## src/rtl/gfx_pkg.sv

```systemverilog
package gfx_pkg;

    localparam int Q_FRAC  = 16;
    localparam int Q_WIDTH = 32;

    typedef logic signed [Q_WIDTH-1:0]   q16_16_t;
    typedef logic signed [Q_WIDTH/2-1:0] pixel_t;
    typedef logic [23:0]                 color_t;

    typedef struct packed {
        q16_16_t x;
        q16_16_t y;
        q16_16_t z;
    } vec3_t;

    typedef struct packed {
        vec3_t  pos;
        color_t color;
    } vertex_t;

    typedef struct packed {
        pixel_t  sx;
        pixel_t  sy;
        q16_16_t depth;
        color_t  color;
    } screen_vertex_t;

    // AXI4-Lite register map
    localparam logic [3:0] REG_FOCAL    = 4'h0;
    localparam logic [3:0] REG_CENTER_X = 4'h4;
    localparam logic [3:0] REG_CENTER_Y = 4'h8;
    localparam logic [3:0] REG_COUNT    = 4'hC;

    localparam q16_16_t RECIP_MAX = 32'sh7FFF_FFFF;

    // Both products truncated back to q16.16
    function automatic q16_16_t project_q16_16(q16_16_t f, q16_16_t c, q16_16_t zinv);
        logic signed [2*Q_WIDTH-1:0] prod;
        q16_16_t                     fc;
        prod = f * c;
        fc   = prod[Q_WIDTH+Q_FRAC-1:Q_FRAC];
        prod = fc * zinv;
        return prod[Q_WIDTH+Q_FRAC-1:Q_FRAC];
    endfunction

endpackage

```

## src/rtl/viewport_mapper.sv

```systemverilog
`timescale 1ns/1ps

module viewport_mapper import gfx_pkg::*; (
    input  logic           clk,
    input  logic           rst,

    input  vertex_t        proj_vertex,
    input  logic           proj_valid,
    output logic           proj_ready,

    input  q16_16_t        center_x,
    input  q16_16_t        center_y,

    output screen_vertex_t out_vertex,
    output logic           out_valid,
    input  logic           out_ready
);

    q16_16_t        scr_x;
    q16_16_t        scr_y;
    screen_vertex_t mapped;

    // Empty, or draining this cycle
    assign proj_ready = !out_valid || out_ready;

    // Screen y grows downward
    assign scr_x = center_x + proj_vertex.pos.x;
    assign scr_y = center_y - proj_vertex.pos.y;

    always_comb begin
        mapped.sx    = scr_x[Q_WIDTH-1:Q_FRAC];
        mapped.sy    = scr_y[Q_WIDTH-1:Q_FRAC];
        mapped.depth = proj_vertex.pos.z;
        mapped.color = proj_vertex.color;
    end

    always_ff @(posedge clk or posedge rst) begin
        if (rst) begin
            out_valid <= 1'b0;
        end else if (proj_valid && proj_ready) begin
            out_valid <= 1'b1;
        end else if (out_ready) begin
            out_valid <= 1'b0;
        end
    end

    always_ff @(posedge clk) begin
        if (proj_valid && proj_ready) begin
            out_vertex <= mapped;
        end
    end

endmodule

```

## config.mk

```make
export PLATFORM = sky130hd
export DESIGN_NAME = viewport_mapper
export DESIGN_NICKNAME = d
export VERILOG_FILES = /design/src/rtl/gfx_pkg.sv /design/src/rtl/viewport_mapper.sv
export SDC_FILE = /design/constraint.sdc
export NUM_CORES = 1
export LEC_CHECK = 0
export ABC_AREA = 1
export BUFFER_PORTS_ARGS = -buffer_cell sky130_fd_sc_hd__clkbuf_2
export CAP_MARGIN = 20
export CELL_PAD_IN_SITES_DETAIL_PLACEMENT = 0
export CELL_PAD_IN_SITES_GLOBAL_PLACEMENT = 1
export CORE_MARGIN = 2
export CORE_UTILIZATION = 37
export DETAILED_ROUTE_END_ITERATION = 10
export PLACE_DENSITY_LB_ADDON = 0.1
export RECOVER_POWER = 100
export SLEW_MARGIN = 40
export SYNTH_ARGS = -nofsm -noshare
export SYNTH_HDL_FRONTEND = slang
export SYNTH_SLANG_ARGS = --single-unit
```

## constraint.sdc

```tcl
create_clock -name clk -period 9.3 [get_ports clk]
set_clock_uncertainty 0.15 [all_clocks]
set_input_delay 0.93 -clock clk [delete_from_list [all_inputs] [get_ports clk]]
set_output_delay 0.93 -clock clk [all_outputs]
set_load 0.05 [all_outputs]
```

After elaboration in Yosys (flattened, before gate mapping):

Cells that the tools add are included.

* output and inout bits: 90
* register bits: 89
* logic and storage cells: 13
* input bits: 188

* add/sub/neg operators: 2
* reduce and logical (&&, ||, !) cells: 4
* muxes and demuxes: 2

Operators by type and width (count)
* 32-bit adder: 1
* 32-bit subtractor: 1
* 1-bit 2-to-1 mux: 2
* 2-bit nonzero test: 1
* 1-bit logical AND: 1
* 1-bit zero test: 1
* 1-bit logical OR: 1

Logic depth before layout (Yosys ltp):

* word-level depth: 4
* mapped depth: 14
* depth with buffers taken out: 14

Least setup slack after synthesis:

Ideal clock, no wire load.

* kind: input port to flip-flop
* start: in proj_valid
* end: reg out_vertex[0] (netlist name) (enable)
* slack: 3.362 ns
* data required time: 8.587 ns
* setup time: 0.563 ns
* arrival time: 5.225 ns
* stages on the path: 2
* path buffers: 0
* path through: inv_1 > a21oi_1

* cells in the longest elaborated chain, start to end: 1

Ends and longest elaborated chain
* start: declaration: line viewport_mapper.sv:8 `input logic proj_valid,`
* 1-bit logical AND: line viewport_mapper.sv:48 `if (proj_valid && proj_ready) begin`
* end signal: assignment: line viewport_mapper.sv:49 `out_vertex <= mapped;`
* end: declaration: line viewport_mapper.sv:14 `output screen_vertex_t out_vertex,`

Every way passes these cells.
A chain may end at the register's enable or synchronous reset.

Final worst setup path:

* start: in out_ready
* end: reg out_vertex[28] (netlist name) (enable)

* cells in the longest elaborated chain, start to end: 2

Ends and longest elaborated chain
* start: declaration: line viewport_mapper.sv:16 `input logic out_ready`
* 1-bit logical OR: line viewport_mapper.sv:24 `assign proj_ready = !out_valid || out_ready;`
* 1-bit logical AND: line viewport_mapper.sv:48

Every way passes these cells.

==> results by group <==
Outcome
  – Status: finished with violations
  – Failing checks: capacitance limit, slew limit

Die
  – Core Region: 19400 sq um
  – Die area: 20900 sq um
  – Number of top-level pins: 278
  – Chip width: 145 um
  – Row Count: 51
  – Die Y: 145 um
  – Initial Util: 37.7%

Global routing
  – First-pass GRT wire length: 31300 um
  – Largest net degree at the start of global routing: 78
  – Vias in the first global route: 6685
  – Grt ovf: 0
  – GRT Util Overall: 19.0%
  – Initial antenna violation count: 0

Critical path
  – Nature of the critical path startpoint: primary input
  – Crit path DAT: 5.00 ns
  – Cell family with most CP delay: buffers and inverters
  – Max incr delay on CP: 2.97 ns
  – Crit Path Max Fanout: 77
  – Kind of critical path: primary input to register
  – Critical path cell sequence: clkbuf_2, inv_1, a21oi_1, clkbuf_1
  – Critical path endpoint category: register
  – WP data required: 9.00 ns
  – CP max stage cell: clkbuf_1
  – Buf+Inv Stages, Crit Path: 3

Yosys
  – Avg Inst Size Synth: 6.45 sq um
  – Post-synthesis sequential area ratio: 36.5%
  – EDFF count, synth: 88
  – Mapped Nets: 1382
  – Top cell type's share of synthesized area: 36.1%
  – Post-synthesis adder-cell area fraction: 10.3%
  – Top post-synthesis cells by area: edfxtp_1 36%, nand2_1 26%, inv_1 15%
  – Yosys warning total: 0
  – Synth area leader: edfxtp_1
  – Post-synthesis simple-gate area fraction: 34.8%
  – Complex-gate fraction of the synthesized area: 3.01%
  – Post-Synth XOR/XNOR Area: 0.838%
  – Post-synth cell types: 17
  – Post-synthesis async set-or-reset flop share: 1.12%
  – Largest family of logic cells by synthesized area: simple AND/OR/NAND/NOR gates
  – Post-Syn Instances: 1134
  – Dominant synthesized flop cell: edfxtp_1
  – Mux cell area share after synthesis: 0%
  – Cell with the most instances after synthesis: nand2_1
  – Syn Std Cell Area: 7310 sq um
  – Post-synth top cells: 511 x nand2_1, 285 x inv_1, 88 x edfxtp_1
  – Yosys reg bits: 89

Final layout
  – Fill count: 2123
  – Share of cells above drive strength 1: 14.4%
  – Fin util: 47.5%
  – Layout area overhead: 26.0%
  – Fin cells: 1693
  – Nets: 1671
  – Post-route cell area: 9220 sq um
  – Ant diodes: 0

Routing
  – Routed wire per std cell: 12.0 um
  – Final wirelength: 20300 um
  – DR vias/cell: 4.27
  – Drt pass-1 iters: 4
  – Iteration-0 DRC Markers: 185
  – Post-DRT Antenna Nets: 0
  – # DRC: 0
  – Routed vias: 7227

Timing
  – Slew headroom: -175%
  – Setup Total Neg Slack: 0 ns
  – Worst Hold Slack: 0.236 ns
  – Slew Viols, Final: 78
  – Final setup fails: 0
  – RSZ-0062 raised after global routing: no
  – Period utilisation layout: 57.0%
  – Worst Max-Slew Pin Slew: 4.12 ns
  – Fmax: 189 MHz
  – Final Hold Fails: 0
  – Final min period: 5.30 ns

Clocking
  – Clock latency on the worst-skew pair: 0.34 ns
  – H-tree depth: 3
  – CTS tree: done
  – Post-CTS Setup Bufs: 0
  – CTS buffer count: 9
  – Hold-fix buffer count after cts: 0
  – Post-cts repair resize count: 0
  – CTS root buffer: clkbuf_16
  – Clock sinks: 89
  – Clock-pin slew on the worst setup and hold paths: 0.08 ns
  – Longest Clk Path Bufs: 2

Power and ir drop
  – Leak Pwr: 0.00554 uW
  – Worst vdd ir: 0.0973 mV
  – Pwr/cell area: 139 nW/um^2

Min path
  – Min-delay worst type: primary input to asynchronous set/reset pin

Run
  – Max-cap violations: 1

Placement
  – Placed Area: 9050 sq um
  – GP Congestion: 0.836
  – Placed Cells: 1677
  – IO buf count: 277
  – HPWL after DPL: 17600 um
report_power, final:
| part | internal (uW) | leakage, uW | switching [uW] |
|---|---|---|---|
| Sequential | 483 | 0.000851 | 7.62 |
| Combinational | 127 | 0.00455 | 305 |
| Clock | 189 | 0.000136 | 172 |
| Total | 799 | 0.00554 | 485 |
final cells by class:
class / instances / area [sq um] / share of cell area (%)
Multi-Input combinational cell: 760 / 3570 / 38.8
Sequential cell: 89 / 2670 / 28.9
Timing Repair Buffer: 278 / 1280 / 13.9
Inverter: 285 / 1070 / 11.6
Tap cell: 265 / 332 / 3.60
Clock buffer: 9 / 225 / 2.44
Clock inverter: 7 / 72.6 / 0.788
routing by layer:
metal | vias up | track usage (%) | routed length, um
li1 | 3975 | - | -
met1 | 3096 | 23.1 | 8660
met2 | 152 | 36.3 | 10700
met3 | 4 | 3.11 | 877
met4 | 0 | 1.69 | 49
met5 | - | 0 | 0
flip-flops by register name, indices dropped and copies added (netlist names):
signal / cells
out_vertex: 88
out_valid: 1
per-stage QoR:
step	power (uW)	setup WS, ns
floorplan	811	3.36
detailed placement	944	6.59
CTS	1310	6.80
global placement	942	6.41
global route	1370	3.51
finish	1280	4.00
cell usage in the layout (no fill, tap or decap), types with 6 or more instances in the layout:
master and n:
xor2_1 6, a21oi_1 39, inv_1 285, nor2_1 78, clkbuf_2 187, clkbuf_16 9
clkbuf_1 91, and3_1 8, edfxtp_1 88, ha_1 60, nand4_1 6, nand3_1 39
nand2_1 511
logic make-up (layout without fill, tap and decap cells):
family                     count (synthesis)  in the layout
AOI/OAI and AO/OA                         43             43
xor gates and xnor gates                   7              7
adders and majority gates                 60             60
buffers and inverters                    285            579
DFF                                       89             89
and+or+nand+nor                          650            650
worst reg2reg max path: stages, from the launching register on:
cell,delay [ns]
dfrtp_1,0.39
a21oi_1,0.98
clkbuf_1,2.97
worst paths after layout:
kind	startpoint	endpoint	slack [ns]	depth (start not counted)
min in group clk	out_valid	out_valid	0.38	2
max in group asynchronous	rst	out_valid	8.68	2
min	rst	out_valid	0.24	2
max reg2reg	out_valid	out_vertex[28]	4.27	2
min reg2reg	out_valid	out_valid	0.38	2
max	out_ready	out_vertex[28]	4.00	4
Note: power is estimated with default switching activity, not from simulation.
