===== src/rtl/gfx_pkg.sv =====
package gfx_pkg;

    localparam int Q_FRAC  = 16;
    localparam int Q_WIDTH = 32;

    typedef logic signed [Q_WIDTH-1:0]   q16_16_t;
    typedef logic signed [Q_WIDTH/2-1:0] pixel_t;
    typedef logic [23:0]                 color_t;

    typedef struct packed {
        q16_16_t x;
        q16_16_t y;
        q16_16_t z;
    } vec3_t;

    typedef struct packed {
        vec3_t  pos;
        color_t color;
    } vertex_t;

    typedef struct packed {
        pixel_t  sx;
        pixel_t  sy;
        q16_16_t depth;
        color_t  color;
    } screen_vertex_t;

    // AXI4-Lite register map
    localparam logic [3:0] REG_FOCAL    = 4'h0;
    localparam logic [3:0] REG_CENTER_X = 4'h4;
    localparam logic [3:0] REG_CENTER_Y = 4'h8;
    localparam logic [3:0] REG_COUNT    = 4'hC;

    localparam q16_16_t RECIP_MAX = 32'sh7FFF_FFFF;

    // Both products truncated back to q16.16
    function automatic q16_16_t project_q16_16(q16_16_t f, q16_16_t c, q16_16_t zinv);
        logic signed [2*Q_WIDTH-1:0] prod;
        q16_16_t                     fc;
        prod = f * c;
        fc   = prod[Q_WIDTH+Q_FRAC-1:Q_FRAC];
        prod = fc * zinv;
        return prod[Q_WIDTH+Q_FRAC-1:Q_FRAC];
    endfunction

endpackage


===== src/rtl/proj_regs.sv =====
`timescale 1ns/1ps

module proj_regs import gfx_pkg::*; (
    input  logic        clk,
    input  logic        rst,

    input  logic [3:0]  awaddr,
    input  logic        awvalid,
    output logic        awready,
    input  logic [31:0] wdata,
    input  logic [3:0]  wstrb,
    input  logic        wvalid,
    output logic        wready,
    output logic [1:0]  bresp,
    output logic        bvalid,
    input  logic        bready,
    input  logic [3:0]  araddr,
    input  logic        arvalid,
    output logic        arready,
    output logic [31:0] rdata,
    output logic [1:0]  rresp,
    output logic        rvalid,
    input  logic        rready,

    input  logic        vertex_done,
    output q16_16_t     focal_length,
    output q16_16_t     center_x,
    output q16_16_t     center_y
);

    logic        aw_held;
    logic        w_held;
    logic [3:0]  aw_addr_q;
    logic [31:0] w_data_q;
    logic [3:0]  w_strb_q;
    logic        aw_seen;
    logic        w_seen;
    logic        wr_fire;
    logic [3:0]  wr_addr;
    logic [31:0] wr_data;
    logic [3:0]  wr_strb;
    logic [31:0] vertex_count;
    logic [31:0] rd_mux;
    logic        aw_taken;
    logic        w_taken;

    function automatic logic [31:0] merge_bytes(logic [31:0] old, logic [31:0] data,
                                                logic [3:0] strb);
        logic [31:0] res;
        res = old;
        for (int i = 0; i < 4; i++) begin
            if (strb[i]) begin
                res[8*i +: 8] = data[8*i +: 8];
            end
        end
        return res;
    endfunction

    assign awready = !aw_held && !bvalid;
    assign wready  = !w_held && !bvalid;
    assign arready = !rvalid;
    assign bresp   = 2'b00;
    assign rresp   = 2'b00;

    // Address and data may arrive in either order
    assign aw_seen = aw_held || (awvalid && awready);
    assign w_seen  = w_held || (wvalid && wready);
    assign wr_fire = aw_seen && w_seen;
    assign wr_addr = aw_held ? aw_addr_q : awaddr;
    assign wr_data = w_held ? w_data_q : wdata;
    assign wr_strb = w_held ? w_strb_q : wstrb;

    always_comb begin
        case (araddr)
            REG_FOCAL:    rd_mux = focal_length;
            REG_CENTER_X: rd_mux = center_x;
            REG_CENTER_Y: rd_mux = center_y;
            REG_COUNT:    rd_mux = vertex_count;
            default:      rd_mux = '0;
        endcase
    end

    always_ff @(posedge clk or posedge rst) begin
        if (rst) begin
            aw_held      <= 1'b0;
            w_held       <= 1'b0;
            bvalid       <= 1'b0;
            rvalid       <= 1'b0;
            focal_length <= q16_16_t'(1 << Q_FRAC);
            center_x     <= '0;
            center_y     <= '0;
            vertex_count <= '0;
        end else begin
            if (wr_fire) begin
                aw_held <= 1'b0;
                w_held  <= 1'b0;
                bvalid  <= 1'b1;
                case (wr_addr)
                    REG_FOCAL:    focal_length <= merge_bytes(focal_length, wr_data, wr_strb);
                    REG_CENTER_X: center_x <= merge_bytes(center_x, wr_data, wr_strb);
                    REG_CENTER_Y: center_y <= merge_bytes(center_y, wr_data, wr_strb);
                    default: ;
                endcase
            end else begin
                aw_held <= aw_seen;
                w_held  <= w_seen;
                if (bready) begin
                    bvalid <= 1'b0;
                end
            end
            if (arvalid && arready) begin
                rvalid <= 1'b1;
            end else if (rready) begin
                rvalid <= 1'b0;
            end
            // Wraps at 2^32
            if (vertex_done) begin
                vertex_count <= vertex_count + 1'b1;
            end
        end
    end

    always_ff @(posedge clk) begin
        if (awvalid && awready) begin
            aw_addr_q <= awaddr;
        end
        if (wvalid && wready) begin
            w_data_q <= wdata;
            w_strb_q <= wstrb;
        end
        if (arvalid && arready) begin
            rdata <= rd_mux;
        end
    end

    // Port handshakes since the last write response
    always_ff @(posedge clk or posedge rst) begin
        if (rst) begin
            aw_taken <= 1'b0;
            w_taken  <= 1'b0;
        end else if (bvalid) begin
            aw_taken <= 1'b0;
            w_taken  <= 1'b0;
        end else begin
            if (awvalid && awready) begin
                aw_taken <= 1'b1;
            end
            if (wvalid && wready) begin
                w_taken <= 1'b1;
            end
        end
    end

    assert property (@(posedge clk) disable iff (rst) $rose(bvalid) |-> aw_taken && w_taken)
        else $error("proj_regs: write response without address and data");

endmodule


===== config.mk =====
export PLATFORM = sky130hd
export DESIGN_NAME = proj_regs
export DESIGN_NICKNAME = d
export VERILOG_FILES = /design/src/rtl/gfx_pkg.sv /design/src/rtl/proj_regs.sv
export SDC_FILE = /design/constraint.sdc
export NUM_CORES = 1
export LEC_CHECK = 0
export BUFFER_PORTS_ARGS = -buffer_cell sky130_fd_sc_hd__buf_2
export CAP_MARGIN = 20
export CORE_UTILIZATION = 35
export CTS_CLUSTER_SIZE = 12
export DETAILED_ROUTE_END_ITERATION = 16
export GPL_TIMING_DRIVEN = 0
export PLACE_DENSITY = 0.53
export RECOVER_POWER = 25
export SLEW_MARGIN = 0
export SYNTH_ARGS = -nofsm -noshare
export SYNTH_HDL_FRONTEND = slang
export SYNTH_SLANG_ARGS = --single-unit

===== constraint.sdc =====
create_clock -name clk -period 11.55 [get_ports clk]
set_clock_uncertainty 0.15 [all_clocks]
set_input_delay 1.155 -clock clk [delete_from_list [all_inputs] [get_ports clk]]
set_output_delay 1.155 -clock clk [all_outputs]
set_load 0.005 [all_outputs]

### Word-level counts from Yosys, hierarchy flattened

Cells that the tools add are included.

| word-level totals | value |
|---|---|
| register bits | 204 |
| input bits | 52 |
| word-level logic and storage cells | 65 |
| output and inout bits | 137 |

| cells by class | value |
|---|---|
| add/sub/neg operators | 1 |
| eq/ne operators | 5 |
| reductions and logical operators | 28 |
| multiplexer cells | 10 |

Operators with widths:

| cell | number |
|---|---|
| $pmux 32 s4 | 1 |
| $reduce_and 3->1 | 12 |
| $add 32x1->32 const B | 1 |
| $mux 32 | 1 |
| $eq 4x4->1 const B | 3 |
| $eq 4x3->1 const B | 2 |
| $logic_not 4->1 | 2 |
| $mux 4 | 2 |
| $logic_and 1x1->1 | 6 |
| $mux 1 | 6 |
| $logic_not 1->1 | 4 |
| $reduce_bool 2->1 | 2 |
| $logic_or 1x1->1 | 2 |

### Depth between registers and ports, before layout

| depth | value |
|---|---|
| word-level depth | 6 |
| mapped depth | 6 |
| mapped depth without buffers | 5 |

### Worst setup path after synthesis

OpenSTA, ideal clock, no wires.

| timing | value |
|---|---|
| path type | input to register |
| start point | input arvalid |
| end point | register rdata[0] (enable) |
| setup slack | 8.349 ns |
| arrival | 2.625 ns |
| stages | 1 |
| data required time | 10.974 ns |
| path buffers | 0 |
| library setup time | 0.426 ns |
| path through | nor2b_1 |

| on the way | value |
|---|---|
| longest elaborated chain between the ends | 1 |

Ends and longest elaborated chain:

| element | line | source |
|---|---|---|
| from (decl) | proj_regs.sv:18 | `input logic arvalid,` |
| $logic_and 1x1->1 | proj_regs.sv:131 | `if (arvalid && arready) begin` |
| to (signal assigned) | proj_regs.sv:132 | `rdata <= rd_mux;` |
| to (decl) | proj_regs.sv:20 | `output logic [31:0] rdata,` |

No other way between the ends.
A chain may end at the register's enable or synchronous reset.

==> metrics.csv <==
metric,value,unit
Register Area,5466,sq um
TritonCTS clock tree,built,
Peak Freq,159.6,MHz
worst hold stages,1,
fin crit share,54.24,%
Power Density,237.9,nW/um^2
Hold WS,0.3389,ns
R2R depth,5,
first-pass GRT wire length,36.47,mm
Non-Filler Instances,1121,
Post-Syn Area per Cell,15.05,sq um
die height,158.4,um
final net count,838,
crit end category,async pin,
crit-path max cell delay,2.92,ns
DRC,0,
Netlist cell types,41,
status,"complete, but fails checks",
Tightest Hold Check Type,reg2reg,
largest net degree at the start of global routing,73,
post-route cell area,10680,sq um
Longest Clk Path Bufs,3,
YS warnings,0,
vias in the first global route,5942,
mapped cell area,8566,sq um
grt ovf,0,
slowest CP cell,clkbuf_1,
Slew headroom,-168.3,%
Top Family by Delay on Critical Path,buffers and inverters,
Startpoint Class,input port,
"EDFF count, synth",72,
Critical Path Stages,3,
PortBufs,184,
final hold vios,0,
Core ar.,23750,sq um
Tot Pwr,2.542,mW
FILL cells,2180,
# hold bufs at CTS,0,
critical path class,in2async,
post-synthesis async set-or-reset flop share,64.71,%
ANT cells,0,
gr usage total,19.94,%
Seq cells post-synth,204,
Routed Antenna Nets,0,
Rows,56,
final WL,24.60,mm
Cells after DPL,1078,
Tightest Pin Transition,4.024,ns
root buffer cell,clkbuf_16,
synth-to-layout area growth,24.73,%
Die Wd,158.4,um
CP cell instances,buf_2 -> clkinvlp_2 -> clkbuf_1,
Post-synth top flop,dfrtp_1,
Num CTS Buffers,24,
Via-to-Cell Ratio,5.181,
post-detail-place hpwl,17.23,mm
Post-CTS Setup Inserts,0,
placed cell areas,9978,sq um
"Setup violations, final",0,
routed vias,5808,
RSZ-0062 raised after global routing,no,
CP Max Fanout,72,
CP required,11.07,ns
Max Slew Vio Count,135,
Lkg Pwr,4.785,nW
gpl congestion,0.7839,
Pre-antenna DRT Iters,5,
Ports,189,
area occupied by multi-input gates,2964,sq um
post-CTS sizing,0,
"Clk pin slew, worst setup/hold paths",0.06,ns
VDD IR max,0.0001814,V
violated checks,"max-capacitance violations, max-slew violations",
fin crit period,6.265,ns
initial antenna violation count,0,
Die ar.,25100,sq um
Initial Utilization,36.06,%
Clock Sink Count,204,
synthesized instance count,569,
"Seq/Total Area, Yosys",63.82,%
CP Buf/Inv Count,3,
drt wl/cell,21.95,um
1st-iter DRT viols,238,
Max-cap violations,2,
Setup TNS,0,ns
CP arrival,5.79,ns
# H-tree levels,1,
clock latency on the worst-skew pair,0.51,ns
share of layout cells above drive strength 1,42.89,%
routing by layer:
metal / GRT usage, % / vias to the layer above / wire length (um)
met3: 3.239 / 45 / 1382
met2: 33.21 / 210 / 11910
li1: - / 2608 / -
met1: 26.68 / 2945 / 10740
met4: 5.998 / 0 / 565
met5: 0 / - / 0
worst reg2reg max path, cell delays in order (launching register included):
cell,delay [ns]
dfrtp_1,0.34
clkbuf_1,0.61
clkbuf_1,0.77
nor2_1,0.13
and2_2,0.44
buf_12,0.26
path summary, 6_finish.rpt:
| path | start | to | slack [ns] |
|---|---|---|---|
| max | rst | focal_length[12] | 5.29 |
| min in group asynchronous | rst | focal_length[27] | 1.27 |
| max in group clk | w_held | wready | 7.72 |
| min | vertex_count[31] | vertex_count[31] | 0.34 |
| max reg2reg | w_held | w_data_q[22] | 8.58 |
| min reg2reg | vertex_count[31] | vertex_count[31] | 0.34 |
stage by stage:
| stage | util [%] | setup slack (ns) |
|---|---|---|
| after floorplan | - | 6.721 |
| after global placement | 41.67 | 5.156 |
| after detailed placement | 42.01 | 7.975 |
| after CTS | 45.21 | 7.626 |
| after global routing | 44.98 | 4.148 |
| final | 44.98 | 5.285 |
kinds of logic after synthesis:
group	count (synthesis)	synth area share, %
flip-flops	204	63.82
adder cells (fa/ha/maj)	1	0.1460
buffers and inverters	35	1.811
multiplexers	136	17.81
other	1	0.04378
AO/OA/AOI/OAI	74	7.742
AND/OR/NAND/NOR	87	5.463
XOR/XNOR	31	3.170
synthesized netlist by cell type (2+ instances only):
library cell	instances	area [sq um]
a21oi_1	6	30.03
a221o_1	32	320.3
a222oi_1	2	20.02
a22o_1	32	280.3
and2_1	2	12.51
buf_1	2	7.510
buf_4	4	30.03
clkbuf_1	17	63.81
dfrtp_1	131	3278
edfxtp_1	72	2162
inv_1	10	37.54
mux2_2	131	1475
mux2i_1	5	50.05
nand2_1	14	52.55
nand2_2	4	25.02
nand2b_1	2	12.51
nand3_1	16	80.08
nand4_1	9	56.30
nor2_1	14	52.55
nor3_1	6	30.03
nor4_1	5	31.28
nor4b_1	2	17.52
or3_1	2	12.51
or3b_2	2	17.52
or4_1	2	15.01
xnor2_1	21	183.9
xor2_1	10	87.58
placed cells by master, fill, tap and decap left out, drive strengths merged, types with 3 or more instances in the layout:
cell type	count
mux2	131
dfrtp	131
clkbuf	77
conb	4
clkinv	3
mux2i	5
xor2	10
inv	9
edfxtp	72
nor3	6
a21oi	6
buf	173
a221o	32
nor2	14
nand2	18
nand3	16
xnor2	21
nand4	9
nor4	5
a22o	32
power by group:
group | leakage, nW | internal, mW | switching, mW
logic | 2.02 | 0.343 | 0.295
clock network | 0.369 | 0.449 | 0.285
registers | 2.39 | 0.993 | 0.177
total | 4.79 | 1.78 | 0.757
cell type report:
type | instances | area share [%]
Buffer | 25 | 1.101
Tap cell | 319 | 3.736
Clock inverter | 5 | 0.7027
Sequential cell | 204 | 51.17
Multi-Input combinational cell | 333 | 27.74
Inverter | 10 | 0.3630
Clock buffer | 38 | 6.406
Timing Repair Buffer | 187 | 8.783
state kept, by name (all words and copies together), names as in the netlist:
name and count:
w_held 1, w_strb_q 4, w_data_q 32, rdata 32
bvalid 1, vertex_count 32, rvalid 1, focal_length 32
center_y 32, aw_held 1, center_x 32, aw_addr_q 4
No activity file was read; power rests on OpenSTA's default activity.
